$ cat src/hdl/axi_bridge_pkg.sv
`default_nettype none

package axi_bridge_pkg;

	// bus widths
	localparam int addr_w = 32;
	localparam int data_w = 32;
	localparam int line_w = 128;
	localparam int id_w = 4;

	// bit 0 of the id splits instruction from data
	localparam logic [id_w-1:0] id_inst = 4'd0;
	localparam logic [id_w-1:0] id_data = 4'd1;
	localparam logic [id_w-1:0] id_sram = 4'd3; // data id, source bit 1 set for data sram

	// request type from the caches
	localparam logic [2:0] type_line = 3'b100;

	// axi field codes
	localparam logic [7:0] line_len = 8'd3; // four beats
	localparam logic [1:0] burst_incr = 2'b01;
	localparam logic [2:0] size_word = 3'b010;

endpackage

`default_nettype wire

$ cat src/hdl/axi_read_engine.sv
`timescale 1ns/1ps
`default_nettype none

module axi_read_engine import axi_bridge_pkg::*; (
	input  logic aclk,
	input  logic aresetn,
	input  logic rd_start,
	input  logic [id_w-1:0] ar_id,
	input  logic [addr_w-1:0] ar_addr,
	input  logic [7:0] ar_len,
	input  logic [2:0] ar_size,
	output logic [id_w-1:0] arid,
	output logic [addr_w-1:0] araddr,
	output logic [7:0] arlen,
	output logic [2:0] arsize,
	output logic [1:0] arburst,
	output logic [1:0] arlock,
	output logic [3:0] arcache,
	output logic [2:0] arprot,
	output logic arvalid,
	input  logic arready,
	input  logic [id_w-1:0] rid,
	input  logic [data_w-1:0] rdata,
	input  logic [1:0] rresp,
	input  logic rlast,
	input  logic rvalid,
	output logic rready,
	output logic ar_idle,
	output logic r_beat,
	output logic r_last,
	output logic [id_w-1:0] r_id_q,
	output logic [data_w-1:0] r_data_q
);
	typedef enum logic [1:0] {ar_s_idle = 2'b01, ar_s_req = 2'b10} ar_state_t;
	typedef enum logic [1:0] {r_s_idle = 2'b01, r_s_recv = 2'b10} r_state_t;

	ar_state_t ar_state;
	ar_state_t ar_next;
	r_state_t r_state;
	r_state_t r_next;
	logic [1:0] outstanding; // AR accepted, last R not yet seen
	logic ar_hs;
	logic r_hs;
	logic r_done;

	// fields are held stable by decode while AR is busy
	assign arid = ar_id;
	assign araddr = ar_addr;
	assign arlen = ar_len;
	assign arsize = ar_size;
	assign arburst = burst_incr;
	assign arlock = 2'b00;
	assign arcache = 4'b0000;
	assign arprot = 3'b000;

	assign arvalid = ar_state == ar_s_req;
	assign rready = r_state == r_s_recv;
	assign ar_hs = arvalid & arready;
	assign r_hs = rvalid & rready;
	assign r_done = r_hs & rlast;
	assign ar_idle = (ar_state == ar_s_idle) & (outstanding == 2'd0); // one read at a time

	always_ff @(posedge aclk) begin
		if (!aresetn) begin
			ar_state <= ar_s_idle;
			r_state <= r_s_idle;
		end else begin
			ar_state <= ar_next;
			r_state <= r_next;
		end
	end

	always_comb begin
		ar_next = ar_state;
		case (ar_state)
			ar_s_idle: if (rd_start && ar_idle) ar_next = ar_s_req;
			ar_s_req:  if (arready) ar_next = ar_s_idle;
			default:   ar_next = ar_s_idle;
		endcase
	end

	always_comb begin
		r_next = r_state;
		case (r_state)
			r_s_idle: if (ar_hs || outstanding != 2'd0) r_next = r_s_recv;
			r_s_recv: if (r_done && !ar_hs && outstanding == 2'd1) r_next = r_s_idle;
			default:  r_next = r_s_idle;
		endcase
	end

	// a new AR and the last R of the previous burst cancel out
	always_ff @(posedge aclk) begin
		if (!aresetn)
			outstanding <= 2'd0;
		else if (ar_hs && !r_done)
			outstanding <= outstanding + 2'd1;
		else if (r_done && !ar_hs)
			outstanding <= outstanding - 2'd1;
	end

	always_ff @(posedge aclk) begin
		if (!aresetn) begin
			r_beat <= 1'b0;
			r_last <= 1'b0;
		end else begin
			r_beat <= r_hs;
			r_last <= r_done;
		end
	end

	always_ff @(posedge aclk) begin
		if (r_hs) begin
			r_id_q <= rid;
			r_data_q <= rdata;
		end
	end

endmodule

`default_nettype wire

$ cat src/hdl/axi_write_engine.sv
`timescale 1ns/1ps
`default_nettype none

module axi_write_engine import axi_bridge_pkg::*; (
	input  logic aclk,
	input  logic aresetn,
	input  logic wr_start,
	input  logic [addr_w-1:0] aw_addr,
	input  logic [7:0] aw_len,
	input  logic [2:0] aw_size,
	input  logic [data_w/8-1:0] w_strb,
	input  logic [line_w-1:0] wr_line,
	input  logic wr_single,
	output logic [id_w-1:0] awid,
	output logic [addr_w-1:0] awaddr,
	output logic [7:0] awlen,
	output logic [2:0] awsize,
	output logic [1:0] awburst,
	output logic [1:0] awlock,
	output logic [3:0] awcache,
	output logic [2:0] awprot,
	output logic awvalid,
	output logic [id_w-1:0] wid,
	output logic [data_w-1:0] wdata,
	output logic [data_w/8-1:0] wstrb,
	output logic wlast,
	output logic wvalid,
	input  logic awready,
	input  logic wready,
	input  logic [id_w-1:0] bid,
	input  logic [1:0] bresp,
	input  logic bvalid,
	output logic bready,
	output logic w_idle,
	output logic w_pending,
	output logic b_done
);
	typedef enum logic [4:0] {
		w_s_idle    = 5'b00001,
		w_s_start   = 5'b00010, // AW and W both open
		w_s_aw_done = 5'b00100,
		w_s_w_done  = 5'b01000,
		w_s_b       = 5'b10000
	} w_state_t;

	w_state_t w_state;
	w_state_t w_next;
	logic [1:0] beat_cnt;
	logic [line_w-1:0] line_sr; // beats still to send
	logic aw_hs;
	logic w_hs;
	logic w_end;

	assign awid = id_data;
	assign awaddr = aw_addr;
	assign awlen = aw_len;
	assign awsize = aw_size;
	assign awburst = burst_incr;
	assign awlock = 2'b00;
	assign awcache = 4'b0000;
	assign awprot = 3'b000;
	assign wid = id_data;
	assign wstrb = w_strb;

	// first beat straight from the captured line
	assign wdata = (beat_cnt == 2'd0) ? wr_line[data_w-1:0] : line_sr[data_w-1:0];
	assign wlast = wvalid & ({6'b0, beat_cnt} == aw_len);

	assign awvalid = (w_state == w_s_start) | (w_state == w_s_w_done);
	assign wvalid = (w_state == w_s_start) | (w_state == w_s_aw_done);
	assign bready = w_state == w_s_b;
	assign aw_hs = awvalid & awready;
	assign w_hs = wvalid & wready;
	assign w_end = w_hs & wlast;
	assign b_done = bvalid & bready & (bid == awid);

	assign w_idle = w_state == w_s_idle;
	assign w_pending = wr_start | (~w_idle & ~b_done);

	always_ff @(posedge aclk) begin
		if (!aresetn)
			w_state <= w_s_idle;
		else
			w_state <= w_next;
	end

	always_comb begin
		w_next = w_state;
		case (w_state)
			w_s_idle: if (wr_start) w_next = w_s_start;
			w_s_start: begin
				if (aw_hs && w_end)
					w_next = w_s_b;
				else if (aw_hs)
					w_next = w_s_aw_done;
				else if (w_end)
					w_next = w_s_w_done;
			end
			w_s_aw_done: if (w_end) w_next = w_s_b;
			w_s_w_done:  if (aw_hs) w_next = w_s_b;
			w_s_b:       if (b_done) w_next = w_s_idle;
			default:     w_next = w_s_idle;
		endcase
	end

	always_ff @(posedge aclk) begin
		if (!aresetn)
			beat_cnt <= 2'd0;
		else if (w_end)
			beat_cnt <= 2'd0;
		else if (w_hs)
			beat_cnt <= beat_cnt + 2'd1;
	end

	// single word never needs the shift
	always_ff @(posedge aclk) begin
		if (w_hs && !wr_single)
			line_sr <= (beat_cnt == 2'd0) ? wr_line >> data_w : line_sr >> data_w;
	end

endmodule

`default_nettype wire

$ cat src/hdl/bridge_sram_axi.sv
`timescale 1ns/1ps
`default_nettype none

module bridge_sram_axi import axi_bridge_pkg::*; (
	input  logic aclk,
	input  logic aresetn,
	// AR and R
	output logic [id_w-1:0] arid,
	output logic [addr_w-1:0] araddr,
	output logic [7:0] arlen,
	output logic [2:0] arsize, arprot,
	output logic [1:0] arburst, arlock,
	output logic [3:0] arcache,
	output logic arvalid, rready,
	input  logic arready, rlast, rvalid,
	input  logic [id_w-1:0] rid,
	input  logic [data_w-1:0] rdata,
	input  logic [1:0] rresp,
	// AW, W and B
	output logic [id_w-1:0] awid, wid,
	output logic [addr_w-1:0] awaddr,
	output logic [7:0] awlen,
	output logic [2:0] awsize, awprot,
	output logic [1:0] awburst, awlock,
	output logic [3:0] awcache,
	output logic awvalid, wlast, wvalid, bready,
	output logic [data_w-1:0] wdata,
	output logic [data_w/8-1:0] wstrb,
	input  logic awready, wready, bvalid,
	input  logic [id_w-1:0] bid,
	input  logic [1:0] bresp,
	// icache read
	input  logic icache_rd_req,
	input  logic [addr_w-1:0] icache_rd_addr,
	output logic icache_rd_rdy, icache_ret_valid, icache_ret_last,
	output logic [data_w-1:0] icache_ret_data,
	// dcache read and write
	input  logic dcache_rd_req, dcache_wr_req,
	input  logic [2:0] dcache_rd_type, dcache_wr_type,
	input  logic [addr_w-1:0] dcache_rd_addr, dcache_wr_addr,
	input  logic [data_w/8-1:0] dcache_wr_wstrb,
	input  logic [line_w-1:0] dcache_wr_data,
	output logic dcache_rd_rdy, dcache_ret_valid, dcache_ret_last, dcache_wr_rdy,
	output logic [data_w-1:0] dcache_ret_data,
	// uncached data sram
	input  logic data_sram_req, data_sram_wr,
	input  logic [1:0] data_sram_size,
	input  logic [addr_w-1:0] data_sram_addr,
	input  logic [data_w-1:0] data_sram_wdata,
	input  logic [data_w/8-1:0] data_sram_wstrb,
	output logic data_sram_addr_ok, data_sram_data_ok,
	output logic [data_w-1:0] data_sram_rdata
);
	logic rd_start, ar_idle, r_beat, r_last;
	logic [id_w-1:0] ar_id, r_id_q;
	logic [addr_w-1:0] ar_addr, aw_addr;
	logic [7:0] ar_len, aw_len;
	logic [2:0] ar_size, aw_size;
	logic [data_w-1:0] r_data_q;
	logic wr_start, wr_single, w_idle, w_pending, b_done, aw_from_sram;
	logic [data_w/8-1:0] w_strb;
	logic [line_w-1:0] wr_line;

	assign dcache_wr_rdy = w_idle;

	req_decode u_decode (.*);
	axi_read_engine u_rd (.*);
	axi_write_engine u_wr (.*);
	resp_route u_route (.*);

endmodule

`default_nettype wire

$ cat src/hdl/req_decode.sv
`timescale 1ns/1ps
`default_nettype none

module req_decode import axi_bridge_pkg::*; (
	input  logic aclk,
	input  logic aresetn,
	input  logic icache_rd_req,
	input  logic [addr_w-1:0] icache_rd_addr,
	input  logic dcache_rd_req,
	input  logic [2:0] dcache_rd_type,
	input  logic [addr_w-1:0] dcache_rd_addr,
	input  logic dcache_wr_req,
	input  logic [2:0] dcache_wr_type,
	input  logic [addr_w-1:0] dcache_wr_addr,
	input  logic [data_w/8-1:0] dcache_wr_wstrb,
	input  logic [line_w-1:0] dcache_wr_data,
	input  logic data_sram_req,
	input  logic data_sram_wr,
	input  logic [1:0] data_sram_size,
	input  logic [addr_w-1:0] data_sram_addr,
	input  logic [data_w-1:0] data_sram_wdata,
	input  logic [data_w/8-1:0] data_sram_wstrb,
	input  logic ar_idle,
	input  logic w_idle,
	input  logic w_pending,
	output logic rd_start,
	output logic [id_w-1:0] ar_id,
	output logic [addr_w-1:0] ar_addr,
	output logic [7:0] ar_len,
	output logic [2:0] ar_size,
	output logic wr_start,
	output logic [addr_w-1:0] aw_addr,
	output logic [7:0] aw_len,
	output logic [2:0] aw_size,
	output logic [data_w/8-1:0] w_strb,
	output logic [line_w-1:0] wr_line,
	output logic wr_single,
	output logic aw_from_sram
);
	logic sram_rd;
	logic sram_wr;
	logic dc_line_wr;
	logic hazard;
	logic [addr_w-1:0] rd_cand;
	logic [addr_w-1:0] wr_cand;
	logic [addr_w-1:0] wr_cmp;

	assign sram_rd = data_sram_req & ~data_sram_wr;
	assign sram_wr = data_sram_req & data_sram_wr;
	assign dc_line_wr = dcache_wr_type == type_line;

	// data sram first, then dcache, then icache
	assign rd_cand = sram_rd ? data_sram_addr : dcache_rd_req ? dcache_rd_addr : icache_rd_addr;
	assign wr_cand = dcache_wr_req ? dcache_wr_addr : data_sram_addr; // dcache has no retry

	// aw_addr is only valid once the write is captured
	assign wr_cmp = w_idle ? wr_cand : aw_addr;
	// compared per line, so a word write also holds a line fill over it
	assign hazard = w_pending & (rd_cand[addr_w-1:4] == wr_cmp[addr_w-1:4]);

	assign rd_start = ar_idle & (sram_rd | dcache_rd_req | icache_rd_req) & ~hazard;
	assign wr_start = w_idle & (dcache_wr_req | sram_wr);

	always_ff @(posedge aclk) begin
		if (rd_start) begin
			ar_addr <= rd_cand;
			if (sram_rd) begin
				ar_id <= id_sram;
				ar_len <= 8'd0;
				ar_size <= {1'b0, data_sram_size};
			end else if (dcache_rd_req) begin
				ar_id <= id_data;
				ar_len <= (dcache_rd_type == type_line) ? line_len : 8'd0;
				ar_size <= size_word;
			end else begin
				ar_id <= id_inst;
				ar_len <= line_len; // icache always fills a line
				ar_size <= size_word;
			end
		end
	end

	always_ff @(posedge aclk) begin
		if (wr_start) begin
			aw_addr <= wr_cand;
			if (dcache_wr_req) begin
				aw_len <= dc_line_wr ? line_len : 8'd0;
				aw_size <= size_word;
				w_strb <= dc_line_wr ? 4'hf : dcache_wr_wstrb;
				wr_line <= dc_line_wr ? dcache_wr_data :
					{{(line_w-data_w){1'b0}}, dcache_wr_data[data_w-1:0]};
				wr_single <= ~dc_line_wr;
			end else begin
				aw_len <= 8'd0;
				aw_size <= {1'b0, data_sram_size};
				w_strb <= data_sram_wstrb;
				wr_line <= {{(line_w-data_w){1'b0}}, data_sram_wdata}; // word in low lane
				wr_single <= 1'b1;
			end
		end
	end

	// held until the engine is idle again, so it covers the B response
	always_ff @(posedge aclk) begin
		if (!aresetn)
			aw_from_sram <= 1'b0;
		else if (wr_start)
			aw_from_sram <= ~dcache_wr_req;
	end

endmodule

`default_nettype wire

$ cat src/hdl/resp_route.sv
`timescale 1ns/1ps
`default_nettype none

module resp_route import axi_bridge_pkg::*; (
	input  logic [id_w-1:0] ar_id,
	input  logic arvalid,
	input  logic arready,
	input  logic awvalid,
	input  logic awready,
	input  logic r_beat,
	input  logic r_last,
	input  logic [id_w-1:0] r_id_q,
	input  logic [data_w-1:0] r_data_q,
	input  logic b_done,
	input  logic aw_from_sram,
	output logic icache_rd_rdy,
	output logic icache_ret_valid,
	output logic icache_ret_last,
	output logic [data_w-1:0] icache_ret_data,
	output logic dcache_rd_rdy,
	output logic dcache_ret_valid,
	output logic dcache_ret_last,
	output logic [data_w-1:0] dcache_ret_data,
	output logic data_sram_addr_ok,
	output logic data_sram_data_ok,
	output logic [data_w-1:0] data_sram_rdata
);
	logic ar_hs;
	logic rd_inst; // AR side source
	logic rd_sram;
	logic ret_inst; // R side source, from the echoed id
	logic ret_sram;

	assign ar_hs = arvalid & arready;
	assign rd_inst = ~ar_id[0];
	assign rd_sram = ar_id == id_sram;
	assign ret_inst = ~r_id_q[0];
	assign ret_sram = r_id_q == id_sram;

	assign icache_rd_rdy = ar_hs & rd_inst;
	assign dcache_rd_rdy = ar_hs & ~rd_inst & ~rd_sram;
	assign data_sram_addr_ok = (ar_hs & rd_sram) | (awvalid & awready & aw_from_sram);

	assign icache_ret_valid = r_beat & ret_inst;
	assign icache_ret_last = r_last & ret_inst;
	assign dcache_ret_valid = r_beat & ~ret_inst & ~ret_sram;
	assign dcache_ret_last = r_last & ~ret_inst & ~ret_sram;
	assign data_sram_data_ok = (r_last & ret_sram) | (b_done & aw_from_sram);

	// one read buffer shared by all three
	assign icache_ret_data = r_data_q;
	assign dcache_ret_data = r_data_q;
	assign data_sram_rdata = r_data_q;

endmodule

`default_nettype wire

$ cat config.mk
export PLATFORM = sky130hd
export DESIGN_NAME = bridge_sram_axi
export DESIGN_NICKNAME = d
export VERILOG_FILES = /design/src/hdl/axi_bridge_pkg.sv /design/src/hdl/axi_read_engine.sv /design/src/hdl/axi_write_engine.sv /design/src/hdl/bridge_sram_axi.sv /design/src/hdl/req_decode.sv /design/src/hdl/resp_route.sv
export SDC_FILE = /design/constraint.sdc
export NUM_CORES = 1
export LEC_CHECK = 0
export ABC_CLOCK_PERIOD_IN_PS = 9200
export BUFFER_PORTS_ARGS = -buffer_cell sky130_fd_sc_hd__buf_4
export CAP_MARGIN = 20
export CELL_PAD_IN_SITES_DETAIL_PLACEMENT = 1
export CELL_PAD_IN_SITES_GLOBAL_PLACEMENT = 1
export CORE_AREA = 3 3 240 242
export DETAILED_ROUTE_END_ITERATION = 8
export DIE_AREA = 0 0 243 245
export PLACE_DENSITY = 0.66
export SETUP_SLACK_MARGIN = 0.4
export SYNTH_ARGS = -nofsm -noshare
export SYNTH_HDL_FRONTEND = slang
export SYNTH_SLANG_ARGS = --single-unit
$ cat constraint.sdc
create_clock -name aclk -period 9.2 [get_ports aclk]
set_input_delay 0 -clock aclk [delete_from_list [all_inputs] [get_ports aclk]]
set_output_delay 0 -clock aclk [all_outputs]
set_load 0.01 [all_outputs]
=== Word level (Yosys, flattened, before mapping) ===
Cells that the tools add are included.
W data, S select, Z words.

* Reductions and logical operators: 20
* Multiplexer cells: 29
* Bitwise operators: 50
* Eq/ne operators: 26
* Add/sub/neg operators: 3

{| class="wikitable"
|+ Operators by type and width
! operator !! number
|-
| $mux W32 || 6
|-
| $mux W96 || 1
|-
| $mux W5 || 7
|-
| $and A1 B1 Y1 || 30
|-
| $eq A28 B28 Y1 || 1
|-
| $pmux W5 S5 || 1
|-
| $mux W2 || 9
|-
| $not A1 Y1 || 12
|-
| $ne A2 B1 Y1 const B || 5
|-
| $eq A2 B8 Y1 || 1
|-
| $eq A4 B2 Y1 const B || 2
|-
| $mux W4 || 2
|-
| $or A1 B1 Y1 || 8
|-
| $pmux W2 S2 || 2
|-
| $eq A2 B1 Y1 const B || 3
|-
| $eq A3 B3 Y1 const B || 2
|-
| $logic_and A1 B1 Y1 || 6
|-
| $ne A2 B2 Y1 const B || 3
|-
| $reduce_and A2 Y1 || 3
|-
| $eq A5 B1 Y1 const B || 1
|-
| $eq A5 B2 Y1 const B || 1
|-
| $eq A5 B3 Y1 const B || 1
|-
| $eq A5 B4 Y1 const B || 1
|-
| $eq A5 B5 Y1 const B || 1
|-
| 12 further kinds || 19
|}

* Output and inout port bits: 267
* Flip-flop bits (word level): 403
* Word-level logic and storage cells: 153
* Bits of input ports: 361

=== Longest topological paths before layout ===
Gate-level depths: netlist (run 1).

* Depth in word-level cells: 12
* Depth in mapped cells: 12

=== By module ===
A second synthesis (run 1) with hierarchy kept.

* Cell total of the unflattened synthesis: 1,274
* Area, all modules: 17,563.1 µm²

{| class="wikitable"
|+ By module, submodules not included
! module !! area each (µm²) !! sequential area each (µm²) !! instances !! cells each
|-
| req_decode || 9,526.6 || 6,175.9 || 1 || 647
|-
| axi_write_engine || 5,308.8 || 3,022.9 || 1 || 380
|-
| axi_read_engine || 1,908.1 || 1,241.2 || 1 || 135
|-
| resp_route || 819.5 || 0.0 || 1 || 112
|}

=== Worst setup path before layout (run 1) ===
Ideal clock, no wire load.

* Path type: register -> register
* Start point: reg u_wr.w_state[4]
* End point: reg u_rd.ar_state[1]
* Data arrival time: 9.836 ns
* Stages on the path, launching flop included: 10
* Data required time: 9.085 ns
* Buffers on the path: 1
* Setup slack: -0.750 ns
* Period minus slack after synthesis: 9.950 ns
* Path through: dfxtp_1 -> buf_6 -> nor4_4 -> nand2_2 -> nor2_1 -> o21ai_0 -> a211oi_1 -> o2111ai_1 -> o221a_4 -> o21a_1

* Elaborated cells on any way between the ends: 17
* Classes of those cells: eq/ne (4); mux (1); bitwise (10); reduce/logical (2)

{| class="wikitable"
|+ RTL lines
! what !! RTL line !! text
|-
| start, declared || axi_write_engine.sv:46 || <nowiki>w_state_t w_state;</nowiki>
|-
| start signal, assigned || axi_write_engine.sv:82 || <nowiki>w_state <= w_s_idle;</nowiki>
|-
| start signal, assigned || axi_write_engine.sv:84 || <nowiki>w_state <= w_next;</nowiki>
|-
| $eq A5 B1 Y1 || axi_write_engine.sv:77 || <nowiki>assign w_idle = w_state == w_s_idle;</nowiki>
|-
| $and A1 B1 Y1 || req_decode.sv:62 || <nowiki>assign wr_start = w_idle & (dcache_wr_req | sram_wr);</nowiki>
|-
| via u_decode.wr_start || req_decode.sv:31 || <nowiki>output logic wr_start,</nowiki>
|-
| $or A1 B1 Y1 || axi_write_engine.sv:78 || <nowiki>assign w_pending = wr_start | (~w_idle & ~b_done);</nowiki>
|-
| $and A1 B1 Y1 || req_decode.sv:59 || <nowiki>assign hazard = w_pending & (rd_cand[addr_w-1:4] == wr_cmp[addr_w-1:4]);</nowiki>
|-
| $not A1 Y1 || req_decode.sv:61 || <nowiki>assign rd_start = ar_idle & (sram_rd | dcache_rd_req | icache_rd_req) & ~hazard;</nowiki>
|-
| $and A1 B1 Y1 || req_decode.sv:61 ||
|-
| via rd_start || bridge_sram_axi.sv:54 || <nowiki>logic rd_start, ar_idle, r_beat, r_last;</nowiki>
|-
| $logic_and A1 B1 Y1 || axi_read_engine.sv:76 || <nowiki>ar_s_idle: if (rd_start && ar_idle) ar_next = ar_s_req;</nowiki>
|-
| $ne A2 B2 Y1 (no source line) || n/a ||
|-
| $reduce_and A2 Y1 (no source line) || n/a ||
|-
| end signal, assigned || axi_read_engine.sv:65 || <nowiki>ar_state <= ar_s_idle;</nowiki>
|-
| end signal, assigned || axi_read_engine.sv:68 || <nowiki>ar_state <= ar_next;</nowiki>
|-
| end, declared || axi_read_engine.sv:37 || <nowiki>ar_state_t ar_state;</nowiki>
|}

The timed path passes the listed nets, and every way through them passes these cells.
A chain may end at the register's enable or synchronous reset.

=== Final worst setup path (run 1) ===
* Start point: reg u_wr.w_state[1]
* End point: reg u_rd.ar_state[0]

* Word-level cells in the longest chain between the ends: 12
* Elaborated cells on any way between the ends: 17
* Classes of those cells: eq/ne (4); mux (1); bitwise (10); reduce/logical (2)

{| class="wikitable"
|+ Ends and longest elaborated chain
! what !! RTL line !! text
|-
| $eq A5 B5 Y1 || axi_write_engine.sv:71 || <nowiki>assign bready = w_state == w_s_b;</nowiki>
|-
| $and A1 B1 Y1 (2 in a row) || axi_write_engine.sv:75 || <nowiki>assign b_done = bvalid & bready & (bid == awid);</nowiki>
|-
| $not A1 Y1 || axi_write_engine.sv:78 ||
|-
| $and A1 B1 Y1 || axi_write_engine.sv:78 ||
|-
| $or A1 B1 Y1 || axi_write_engine.sv:78 ||
|-
| $and A1 B1 Y1 (*) || req_decode.sv:59 ||
|-
| $not A1 Y1 (*) || req_decode.sv:61 ||
|-
| $and A1 B1 Y1 (*) || req_decode.sv:61 ||
|-
| via rd_start || bridge_sram_axi.sv:54 ||
|-
| $logic_and A1 B1 Y1 (*) || axi_read_engine.sv:76 ||
|-
| $ne A2 B2 Y1 (no source line) (*) || n/a ||
|-
| $reduce_and A2 Y1 (no source line) (*) || n/a ||
|}

The timed path passes the listed nets; every way through them passes the cells marked *.

==> metrics.csv, run 1 <==
metric,value,unit
layout cells sized above 1,0.4145,
Tcrit/Tclk final,0.4981,
"Slew Viols, Final",0,
cell area after synthesis,16290,um2
Final ANT Viol Nets,0,
GRT overflow,0,
CP Launch Point,u_wr.w_state[1],
final setup TNS,0,ns
Worst path top cell family by delay,simple AND/OR/NAND/NOR gates,
CTS Buf Count,42,
Clock power frac,0.341,
Leak Pwr,10.57,nW
half-perimeter wire length after placement,35760,um
postcts setup bufs,0,
combinational share of power,0.213,
reg-to-reg critical path startpoint,u_wr.w_state[1],
Syn Area/Cell,14.42,um2
GR peak layer,met2,
met2 Use GR,0.3514,
residual DRC count,0,
Crit path depth,10,
pin count of the biggest net entering global routing,102,
Worst VDD drop,0.1230,mV
CP cell instances,nor4_4 > nand2_2 > inv_2 > mux2i_1 > xnor2_1 > nor4_1 > o2111ai_1 > o221a_4 > o21ai_1 > dlygate4sd3_1,
reg2reg end,u_rd.ar_state[0],
met1 GRT Util,0.2150,
critical path capture point,u_rd.ar_state[0],
initial DRC count,599,
first-pass GRT wire length,86530,um
Layout Cells excl Fill,2746,
CTS tree,done,
final hold violations,0,
worst-skew pair later-pin latency,0.56,ns
Worst Setup End Kind,register,
Core Rows,86,
met3 Use GR,0.03223,
clock sink count,353,
CP max FO,39,
DR WL/cell,20.90,um
die width,243,um
Max-Cap Viols,0,
vias in the first global route,13980,
first-pass detailed-route iteration total,5,
Pint,3.414,mW
Max Clk Rate,218.2,MHz
Clock Tree Buf Depth,3,
clock root cell,clkbuf_16,
number of port buffers,577,
worst min path class,input port to register,
R2R cell count,10,
worst hold margin,0.05363,ns
CTS H-tree depth,2,
Flop pwr share,0.446,
Setup CP Type,register to register,
Slew @ Worst Pin,1.012,ns
Via density,4.511,
placed insts,2332,
total net switching power,1.231,mW
"CTS clk-pin slew, worst paths",0.06,ns
flop2flop setup slack,4.62,ns
initial core utilization,0.2946,
Period minus WS final,4.582,ns
drt total wl,57400,um
Pwr per Cell Area,183.4,nW/um2
slowest cell on the critical path,nor4_1,
Die ar.,59540,um2
Setup Skew,0.02364,ns
sw frac,0.2651,
hold_buf cts,334,
sequential element share of the synthesized area,0.6408,
initial antenna violation count,4,
I/O pins,628,
via count,12390,
Worst Path Arrival,5.08,ns
CTS-repair resized insts,0,
area grow syn2layout,55.50,%
cells after synthesis,1130,
Rel. slew slack,0.3251,
Worst EP required,9.69,ns
"Net count, final",2328,
"Power, Total",4.645,mW
startpoint type of the worst setup path,register,
GPL Wtd Cong,0.8761,
CP Buf/Inv Count,2,
status,completed,
RSZ-0062 raised after global routing,no,
setup violators final,0,
Synth Register Bits,353,
count of different cell masters after synthesis,54,
max incr delay on CP,0.73,ns
Synth warnings,0,
total core area,55310,um2
die height,245,um
GRT Resource Usage Total,0.1865,
-- registers in the layout, indices dropped and copies added (netlist names) --
register / flops
u_decode.ar_addr: 32
u_rd.r_last: 1
u_rd.r_id_q: 4
u_decode.aw_addr: 32
u_rd.r_beat: 1
u_decode.ar_size: 2
u_wr.line_sr: 96
u_wr.beat_cnt: 2
u_rd.outstanding: 2
u_decode.ar_id: 2
u_wr.w_state: 5
u_decode.wr_line: 128
u_decode.wr_single: 1
u_decode.aw_from_sram: 1
u_rd.r_state: 2
u_rd.r_data_q: 32
u_decode.ar_len: 1
u_rd.ar_state: 2
u_decode.w_strb: 4
u_decode.aw_size: 2
u_decode.aw_len: 1
-- cells by family (layout without fill, tap and decap cells) --
family | Yosys count | after routing | synth area share
adders and majority gates | 5 | 5 | 0.003840
AOI/OAI and AO/OA | 73 | 73 | 0.02688
and+or+nand+nor | 257 | 257 | 0.09062
other | 2 | 49 | 0.0004610
DFF | 353 | 353 | 0.6408
xor gates and xnor gates | 28 | 28 | 0.01505
buffers and inverters | 193 | 1014 | 0.07480
muxes | 219 | 219 | 0.1475
-- worst reg2reg max path: stages, from the launching register on --
cell and delay, ns:
dfxtp_1 0.45, nor4_4 0.43, nand2_2 0.17, inv_2 0.64, mux2i_1 0.39, xnor2_1 0.15, nor4_1 0.73, o2111ai_1 0.27
o221a_4 0.52, o21ai_1 0.22, dlygate4sd3_1 0.56
-- power by group through the flow --
stage	combinational [mW]	clock (mW)	sequential [mW]
6_report	0.988	1.59	2.07
5_1_grt	1.06	1.70	2.09
2_1_floorplan	0.438	0	2.13
3_5_place_dp	0.846	0	2.10
3_3_place_gp	0.833	0	2.09
4_1_cts	0.985	1.63	2.07
-- area by class of cell --
cell class / count / area [um2]
fill: 5824 / 29970
sequential: 353 / 10440
timing repair buffer: 920 / 7746
multi-input combinational: 628 / 4840
clock buffer: 52 / 1089
tap: 748 / 935.9
clock inverter: 25 / 212.7
inverter: 17 / 63.81
antenna: 3 / 7.507
-- layout by cell type, fill, tap and decap left out, types with 36 or more instances in the layout --
master and count:
mux2i_1 50, conb_1 46, edfxtp_1 337, buf_4 585
and3_1 100, clkbuf_16 42, mux2_2 169, and2_1 37
o21ai_0 36, nand2_1 45, dlygate4sd3_1 334
-- routing by layer --
metal,wire length (um),vias up
met1,21980,6183
li1,-,5686
met2,31100,424
met4,1488,0
met5,0,-
met3,2826,95
-- worst min path at each step --
stage	startpoint	endpoint	slack, ns	cells after the start
2_1_floorplan	rdata[0]	u_rd.r_data_q[0]	0.1	0
3_3_place_gp	rdata[10]	u_rd.r_data_q[10]	0.18	1
3_5_place_dp	rdata[8]	u_rd.r_data_q[8]	0.18	1
4_1_cts	icache_rd_addr[6]	u_decode.ar_addr[6]	0.003	3
5_1_grt	icache_rd_addr[20]	u_decode.ar_addr[20]	0.06	3
6_report	dcache_wr_req	u_decode.aw_from_sram	0.05	3
-- stage by stage --
| step | setup slack, ns | util | instance area (um2) |
|---|---|---|---|
| 3_5_place_dp | 5.192 | 0.3739 | 20680 |
| 2_1_floorplan | 2.260 | - | 16460 |
| 4_1_cts | 4.702 | 0.4579 | 25330 |
| 5_1_grt | 4.407 | 0.4581 | 25330 |
| 6_report | 4.618 | 0.4581 | 25330 |
| 3_3_place_gp | 5.268 | 0.3739 | 20680 |
-- synthesized netlist by cell type (all sizes together) --
master,count,area [um2]
a2111oi,1,15.01
a211oi,1,7.510
a21boi,1,7.510
a21oi,18,90.09
a221o,1,10.01
and2,38,237.7
and2b,1,7.510
and3,100,625.6
and4bb,1,12.51
buf,138,1012
clkbuf,38,142.6
conb,2,7.510
dfxtp,16,320.3
edfxtp,337,10120
ha,5,62.56
inv,17,63.81
mux2,169,1903
mux2i,50,500.5
nand2,46,175.2
nand2b,1,6.260
nand3,4,20.02
nand4,2,12.51
nand4b,3,26.28
nor2,22,82.58
nor2b,12,75.07
nor3,10,55.05
nor3b,2,15.01
nor4,5,46.29
nor4b,2,17.52
nor4bb,1,10.01
o2111ai,2,17.52
o211a,1,10.01
o211ai,3,22.52
o21a,3,22.52
o21ai,39,198.9
o221a,1,20.02
o31ai,1,7.510
o41ai,1,8.760
or2,2,12.51
or3,3,18.77
or3b,1,8.760
or4,1,11.26
xnor2,20,175.2
xor2,8,70.07
(Power assumes the default switching activity.)
==> inputs of run 2 (changes only) <==
ABC_CLOCK_PERIOD_IN_PS = 4200   (was 9200)
clock period = 4.2 ns   (was 9.2 ns; I/O delays follow)
==> run 2 against run 1 <==
  * Non-clock buffer count rose by 1
  * Clock skew fell by 0.0092 ns
  * Sequential share of layout area fell by 0.21 points
  * Critical endpoint is now u_rd.ar_state[1]
  * Utilization rose by 0.24 points
  * Combinational power rose by 120%
  * Sequential power rose by 120%
  * First-iteration DRC count rose by 1.5%
  * Via count fell by 0.26%
  * Setup slack got worse by 4.0 ns
  * Die area did not move
  * Flip-flop and latch count did not move
  * Global-route usage barely moved
==> metrics.csv, run 2 (synthesis gave the netlist of run 1 again) <==
metric,value,unit,change
status,completed,,unchanged
GPL Wtd Cong,0.9077,,was 0.8761
setup violators final,0,,unchanged
Worst VDD drop,0.3171,mV,was 0.1230 mV
worst-skew pair later-pin latency,0.56,ns,about the same
CTS H-tree depth,2,,unchanged
initial core utilization,0.2946,,unchanged
final setup TNS,0,ns,unchanged
Final ANT Viol Nets,0,,unchanged
setup ws final,0.6032,ns,was 4.618 ns
postcts setup bufs,0,,unchanged
CTS-repair resized insts,0,,unchanged
clock sink count,353,,unchanged
pin count of the biggest net entering global routing,133,,was 102
Layout Cells excl Fill,2746,,unchanged
"Net count, final",2329,,"was 2,328"
first-pass GRT wire length,85700,um,"was 86,530 um"
initial DRC count,608,,was 599
initial antenna violation count,3,,was 4
half-perimeter wire length after placement,36290,um,"was 35,760 um"
first-pass detailed-route iteration total,5,,unchanged
max FFs per register,128,,unchanged
via count,12360,,was 12.39k
Top Registers,"u_decode.wr_line: 128 flops, u_wr.line_sr: 96 flops",,unchanged
startpoint type of the worst setup path,register,,unchanged
Max Clk Rate,278.0,MHz,was 218.2 MHz
"CTS clk-pin slew, worst paths",0.06,ns,about the same
CTS Buf Count,42,,unchanged
area grow syn2layout,56.30,%,was 55.50%
Die ar.,59540,um2,unchanged
Rel. slew slack,0.3754,,was 0.3251
drt total wl,57620,um,"was 57,400 um"
Worst Setup End Kind,register,,unchanged
Setup CP Type,register to register,,unchanged
GRT Resource Usage Total,0.1862,,was 0.1865
Max-Cap Viols,0,,unchanged
CP max FO,39,,unchanged
total core area,55310,um2,unchanged
Slew @ Worst Pin,0.9370,ns,was 1.012 ns
"commonest cells after routing, fill and taps aside","583 x buf_4, 337 x edfxtp_1, 333 x dlygate4sd3_1",,"was 585 x buf_4, 337 x edfxtp_1, 334 x dlygate4sd3_1"
RSZ-0062 raised after global routing,no,,unchanged
"commonest non-fill, non-tap cell in the layout",buf_4,,unchanged
CTS tree,done,,unchanged
GRT overflow,0,,unchanged
hold_buf cts,333,,was 334
Core Rows,86,,unchanged
final core occ,0.4604,,was 0.4581
worst slack at placement,0.6865,ns,was 5.192 ns
Tcrit/Tclk final,0.8564,,was 0.4981
Pwr per Cell Area,408.7,nW/um2,was 183.4 nW/um2
Setup Skew,0.01444,ns,was 0.02364 ns
area of the multi-input gates,4840,um2,unchanged
"Power, Total",10.41,mW,was 4.645 mW
Worst Path Arrival,4.04,ns,was 5.08 ns
die height,245,um,unchanged
vias in the first global route,13790,,was 13.98k
"Slew Viols, Final",0,,unchanged
Biggest register,u_decode.wr_line,,unchanged
placed insts,2334,,"was 2,332"
Via density,4.500,,was 4.511
die width,243,um,unchanged
number of port buffers,577,,unchanged
final hold violations,0,,unchanged
number of fillers in the final layout,5795,,"was 5,824"
Clock Tree Buf Depth,3,,unchanged
residual DRC count,0,,unchanged
Period minus WS final,3.597,ns,was 4.582 ns
layout cells sized above 1,0.4180,,was 0.4145
clock root cell,clkbuf_16,,unchanged
Worst EP required,4.64,ns,was 9.69 ns
worst min path class,input port to register,,unchanged
FF+latch area,10440,um2,unchanged
I/O pins,628,,unchanged
Leak Pwr,10.65,nW,was 10.57 nW
DR WL/cell,20.98,um,was 20.90 um
run 2: final cells by class:
cell class	instances	share of cell area
antenna	3	0.0002948
clock buffer	55	0.04520
clock inverter	21	0.008844
inverter	17	0.002506
multi-input combinational	628	0.1901
sequential	353	0.4100
tap	748	0.03675
timing repair buffer	921	0.3064
run 2: critical path: stages, from the launching register on:
cell       delay, ns
dfxtp_1         0.46
nor4_4          0.41
nand2_2         0.16
inv_2           0.41
mux2i_1         0.28
xnor2_1         0.09
nor4_1          0.64
o2111ai_1       0.24
o221a_4         0.50
o21a_1          0.27
run 2: power breakdown:
part | switching [mW] | internal (mW)
logic | 1.07 | 1.11
clock network | 1.51 | 2.19
registers | 0.143 | 4.39
total | 2.71 | 7.69
run 2: through the flow:
step                area [um2]  hold slack [ns]
floorplan                16470          0.09887
global placement         20750           0.1794
detailed placement       20750           0.1797
CTS                      25460         0.004491
global route             25460          0.04577
finish                   25460          0.03596
run 2: per-layer routing:
layer  up-vias  global-route usage  wire length (um)
li1       5682                   -                 -
met2       408              0.3455             30910
met3        86             0.03255              2773
met1      6180              0.2178             22370
met5         -                   0                 0
met4         0             0.06028              1563
run 2: worst paths after layout:
kind	startpoint	endpoint	slack, ns	cells after the start
setup / recovery	u_wr.w_state[1]	u_rd.ar_state[1]	0.60	9
hold / removal	icache_rd_addr[18]	u_decode.ar_addr[18]	0.04	3
setup reg to reg	u_wr.w_state[1]	u_rd.ar_state[1]	0.60	9
hold reg to reg	u_decode.wr_line[127]	u_wr.line_sr[95]	0.52	1
==> inputs of run 3 (changes only) <==
PLACE_DENSITY = 0.72   (was 0.66)
==> run 3 against run 2 <==
  * Final cell count increased by 0.98%
  * Non-clock buffer count increased by 17
  * Setup slack worse by 0.017 ns
  * Clock skew is 0.0067 ns higher
  * First-iteration DRC count is 3.1% lower
  * Largest power group unchanged
  * Sequential power about the same
  * Clock power is essentially flat
  * Sequential share of layout area is 0.27 points lower
  * Clock-buffer cell count down 5
  * Via count up 2.7%
  * Die area did not move
==> metrics.csv, run 3 (synthesis gave the netlist of run 1 again) <==
metric,value,unit,change
status,completed,,unchanged
area grow syn2layout,57.32,%,was 56.30%
clock sink count,353,,unchanged
drt total wl,63730,um,"was 57,620 um"
Worst VDD drop,0.2586,mV,was 0.3171 mV
first-pass detailed-route iteration total,4,,was 5
layout cells sized above 1,0.4184,,was 0.4180
Clock Tree Buf Depth,3,,unchanged
Setup Skew,0.02113,ns,was 0.01444 ns
setup ws final,0.5864,ns,was 0.6032 ns
final hold violations,0,,unchanged
clock root cell,clkbuf_16,,unchanged
hold path depth,3,,unchanged
Max Clk Rate,276.7,MHz,was 278.0 MHz
startpoint type of the worst setup path,register,,unchanged
setup violators final,0,,unchanged
Top Registers,"u_decode.wr_line: 128 flops, u_wr.line_sr: 96 flops",,unchanged
CP max FO,39,,unchanged
Period minus WS final,3.614,ns,was 3.597 ns
GPL Wtd Cong,0.8804,,was 0.9077
max FFs per register,128,,unchanged
Layout Cells excl Fill,2773,,"was 2,746"
GRT Resource Usage Total,0.2049,,was 0.1862
GRT overflow,0,,unchanged
Pwr per Cell Area,409.8,nW/um2,was 408.7 nW/um2
Slew @ Worst Pin,0.9915,ns,was 0.9370 ns
total core area,55310,um2,unchanged
die height,245,um,unchanged
worst slack at placement,0.5399,ns,was 0.6865 ns
I/O pins,628,,unchanged
die width,243,um,unchanged
number of port buffers,577,,unchanged
Core Rows,86,,unchanged
placed insts,2340,,"was 2,334"
Rel. slew slack,0.3390,,was 0.3754
worst min path class,input port to register,,unchanged
Max-Cap Viols,0,,unchanged
Final ANT Viol Nets,0,,unchanged
initial antenna violation count,10,,was 3
"commonest cells after routing, fill and taps aside","589 x buf_4, 344 x dlygate4sd3_1, 337 x edfxtp_1",,"was 583 x buf_4, 337 x edfxtp_1, 333 x dlygate4sd3_1"
Worst Path Arrival,4.07,ns,was 4.04 ns
CTS Buf Count,43,,was 42
Biggest register,u_decode.wr_line,,unchanged
CTS H-tree depth,2,,unchanged
R2R cell count,9,,unchanged
via count,12690,,was 12.36k
CTS tree,done,,unchanged
Die ar.,59540,um2,unchanged
Leak Pwr,10.71,nW,was 10.65 nW
Setup CP Type,register to register,,unchanged
"Slew Viols, Final",0,,unchanged
Tcrit/Tclk final,0.8604,,was 0.8564
first-pass GRT wire length,92690,um,"was 85,700 um"
vias in the first global route,14500,,was 13.79k
Via density,4.575,,was 4.500
Worst Setup End Kind,register,,unchanged
"commonest non-fill, non-tap cell in the layout",buf_4,,unchanged
Worst EP required,4.66,ns,was 4.64 ns
worst-skew pair later-pin latency,0.58,ns,was 0.56 ns
"Net count, final",2348,,"was 2,329"
initial core utilization,0.2946,,unchanged
half-perimeter wire length after placement,37910,um,"was 36,290 um"
RSZ-0062 raised after global routing,no,,unchanged
initial DRC count,589,,was 608
pin count of the biggest net entering global routing,113,,was 133
DR WL/cell,22.98,um,was 20.98 um
"CTS clk-pin slew, worst paths",0.06,ns,about the same
residual DRC count,0,,unchanged
[run 3: what timing repair did]
item                                   in CTS  in global routing
hold buffers                              344                  0
resized for setup                           0                  1
endpoints found under the hold margin     253                  0
setup buffers                               0                  0
setup endpoints to repair                   0                 38
[run 3: through the flow]
step                      power (mW)    util  cell area (um2)  TNS, ns  hold WS [ns]
after floorplan                5.597       -            16470   -24.61       0.09887
after global placement         6.432  0.3759            20790        0        0.1791
after detailed placement       6.495  0.3759            20790        0        0.1796
after CTS                      10.51  0.4629            25600        0       0.01290
after global routing           10.92  0.4634            25630        0       0.06909
final                          10.50  0.4634            25630        0       0.05919
[run 3: path summary, 6_finish.rpt]
| kind | start | endpoint | slack, ns |
|---|---|---|---|
| worst max-delay path | u_wr.w_state[1] | u_rd.ar_state[1] | 0.59 |
| worst min-delay path | icache_rd_addr[5] | u_decode.ar_addr[5] | 0.06 |
| worst max register to register | u_wr.w_state[1] | u_rd.ar_state[1] | 0.59 |
| worst min register to register | u_decode.wr_line[111] | u_wr.line_sr[79] | 0.52 |
[run 3: worst max-delay path, cell delays in order, from the launching register on]
cell and delay [ns]:
dfxtp_1 0.45, nor4_4 0.42, nand2_2 0.16, clkinv_2 0.36
mux2i_1 0.29, xnor2_1 0.10, nor4_1 0.63, o2111ai_1 0.27
o221a_4 0.53, o21a_1 0.27
[run 3: cell type report]
| class | count | area [um2] |
|---|---|---|
| Timing Repair Buffer | 938 | 7956 |
| Clock buffer | 50 | 1102 |
| Clock inverter | 30 | 262.8 |
| Antenna cell | 8 | 20.02 |
| Sequential cell | 353 | 10440 |
| Inverter | 17 | 65.06 |
| Fill cell | 5803 | 29680 |
| Tap cell | 748 | 935.9 |
| Multi-Input combinational cell | 629 | 4848 |
[run 3: routing by layer]
layer | track usage | vias up | wire (um)
met2 | 0.3817 | 489 | 33890
li1 | - | 5732 | -
met1 | 0.2255 | 6306 | 23720
met4 | 0.09332 | 2 | 2855
met3 | 0.03900 | 157 | 3252
met5 | 0 | - | 18
[run 3: where the power goes]
group | switching (mW) | total, mW | internal [mW]
Clock | 1.60 | 3.69 | 2.09
Combinational | 1.13 | 2.27 | 1.14
Sequential | 0.156 | 4.55 | 4.39
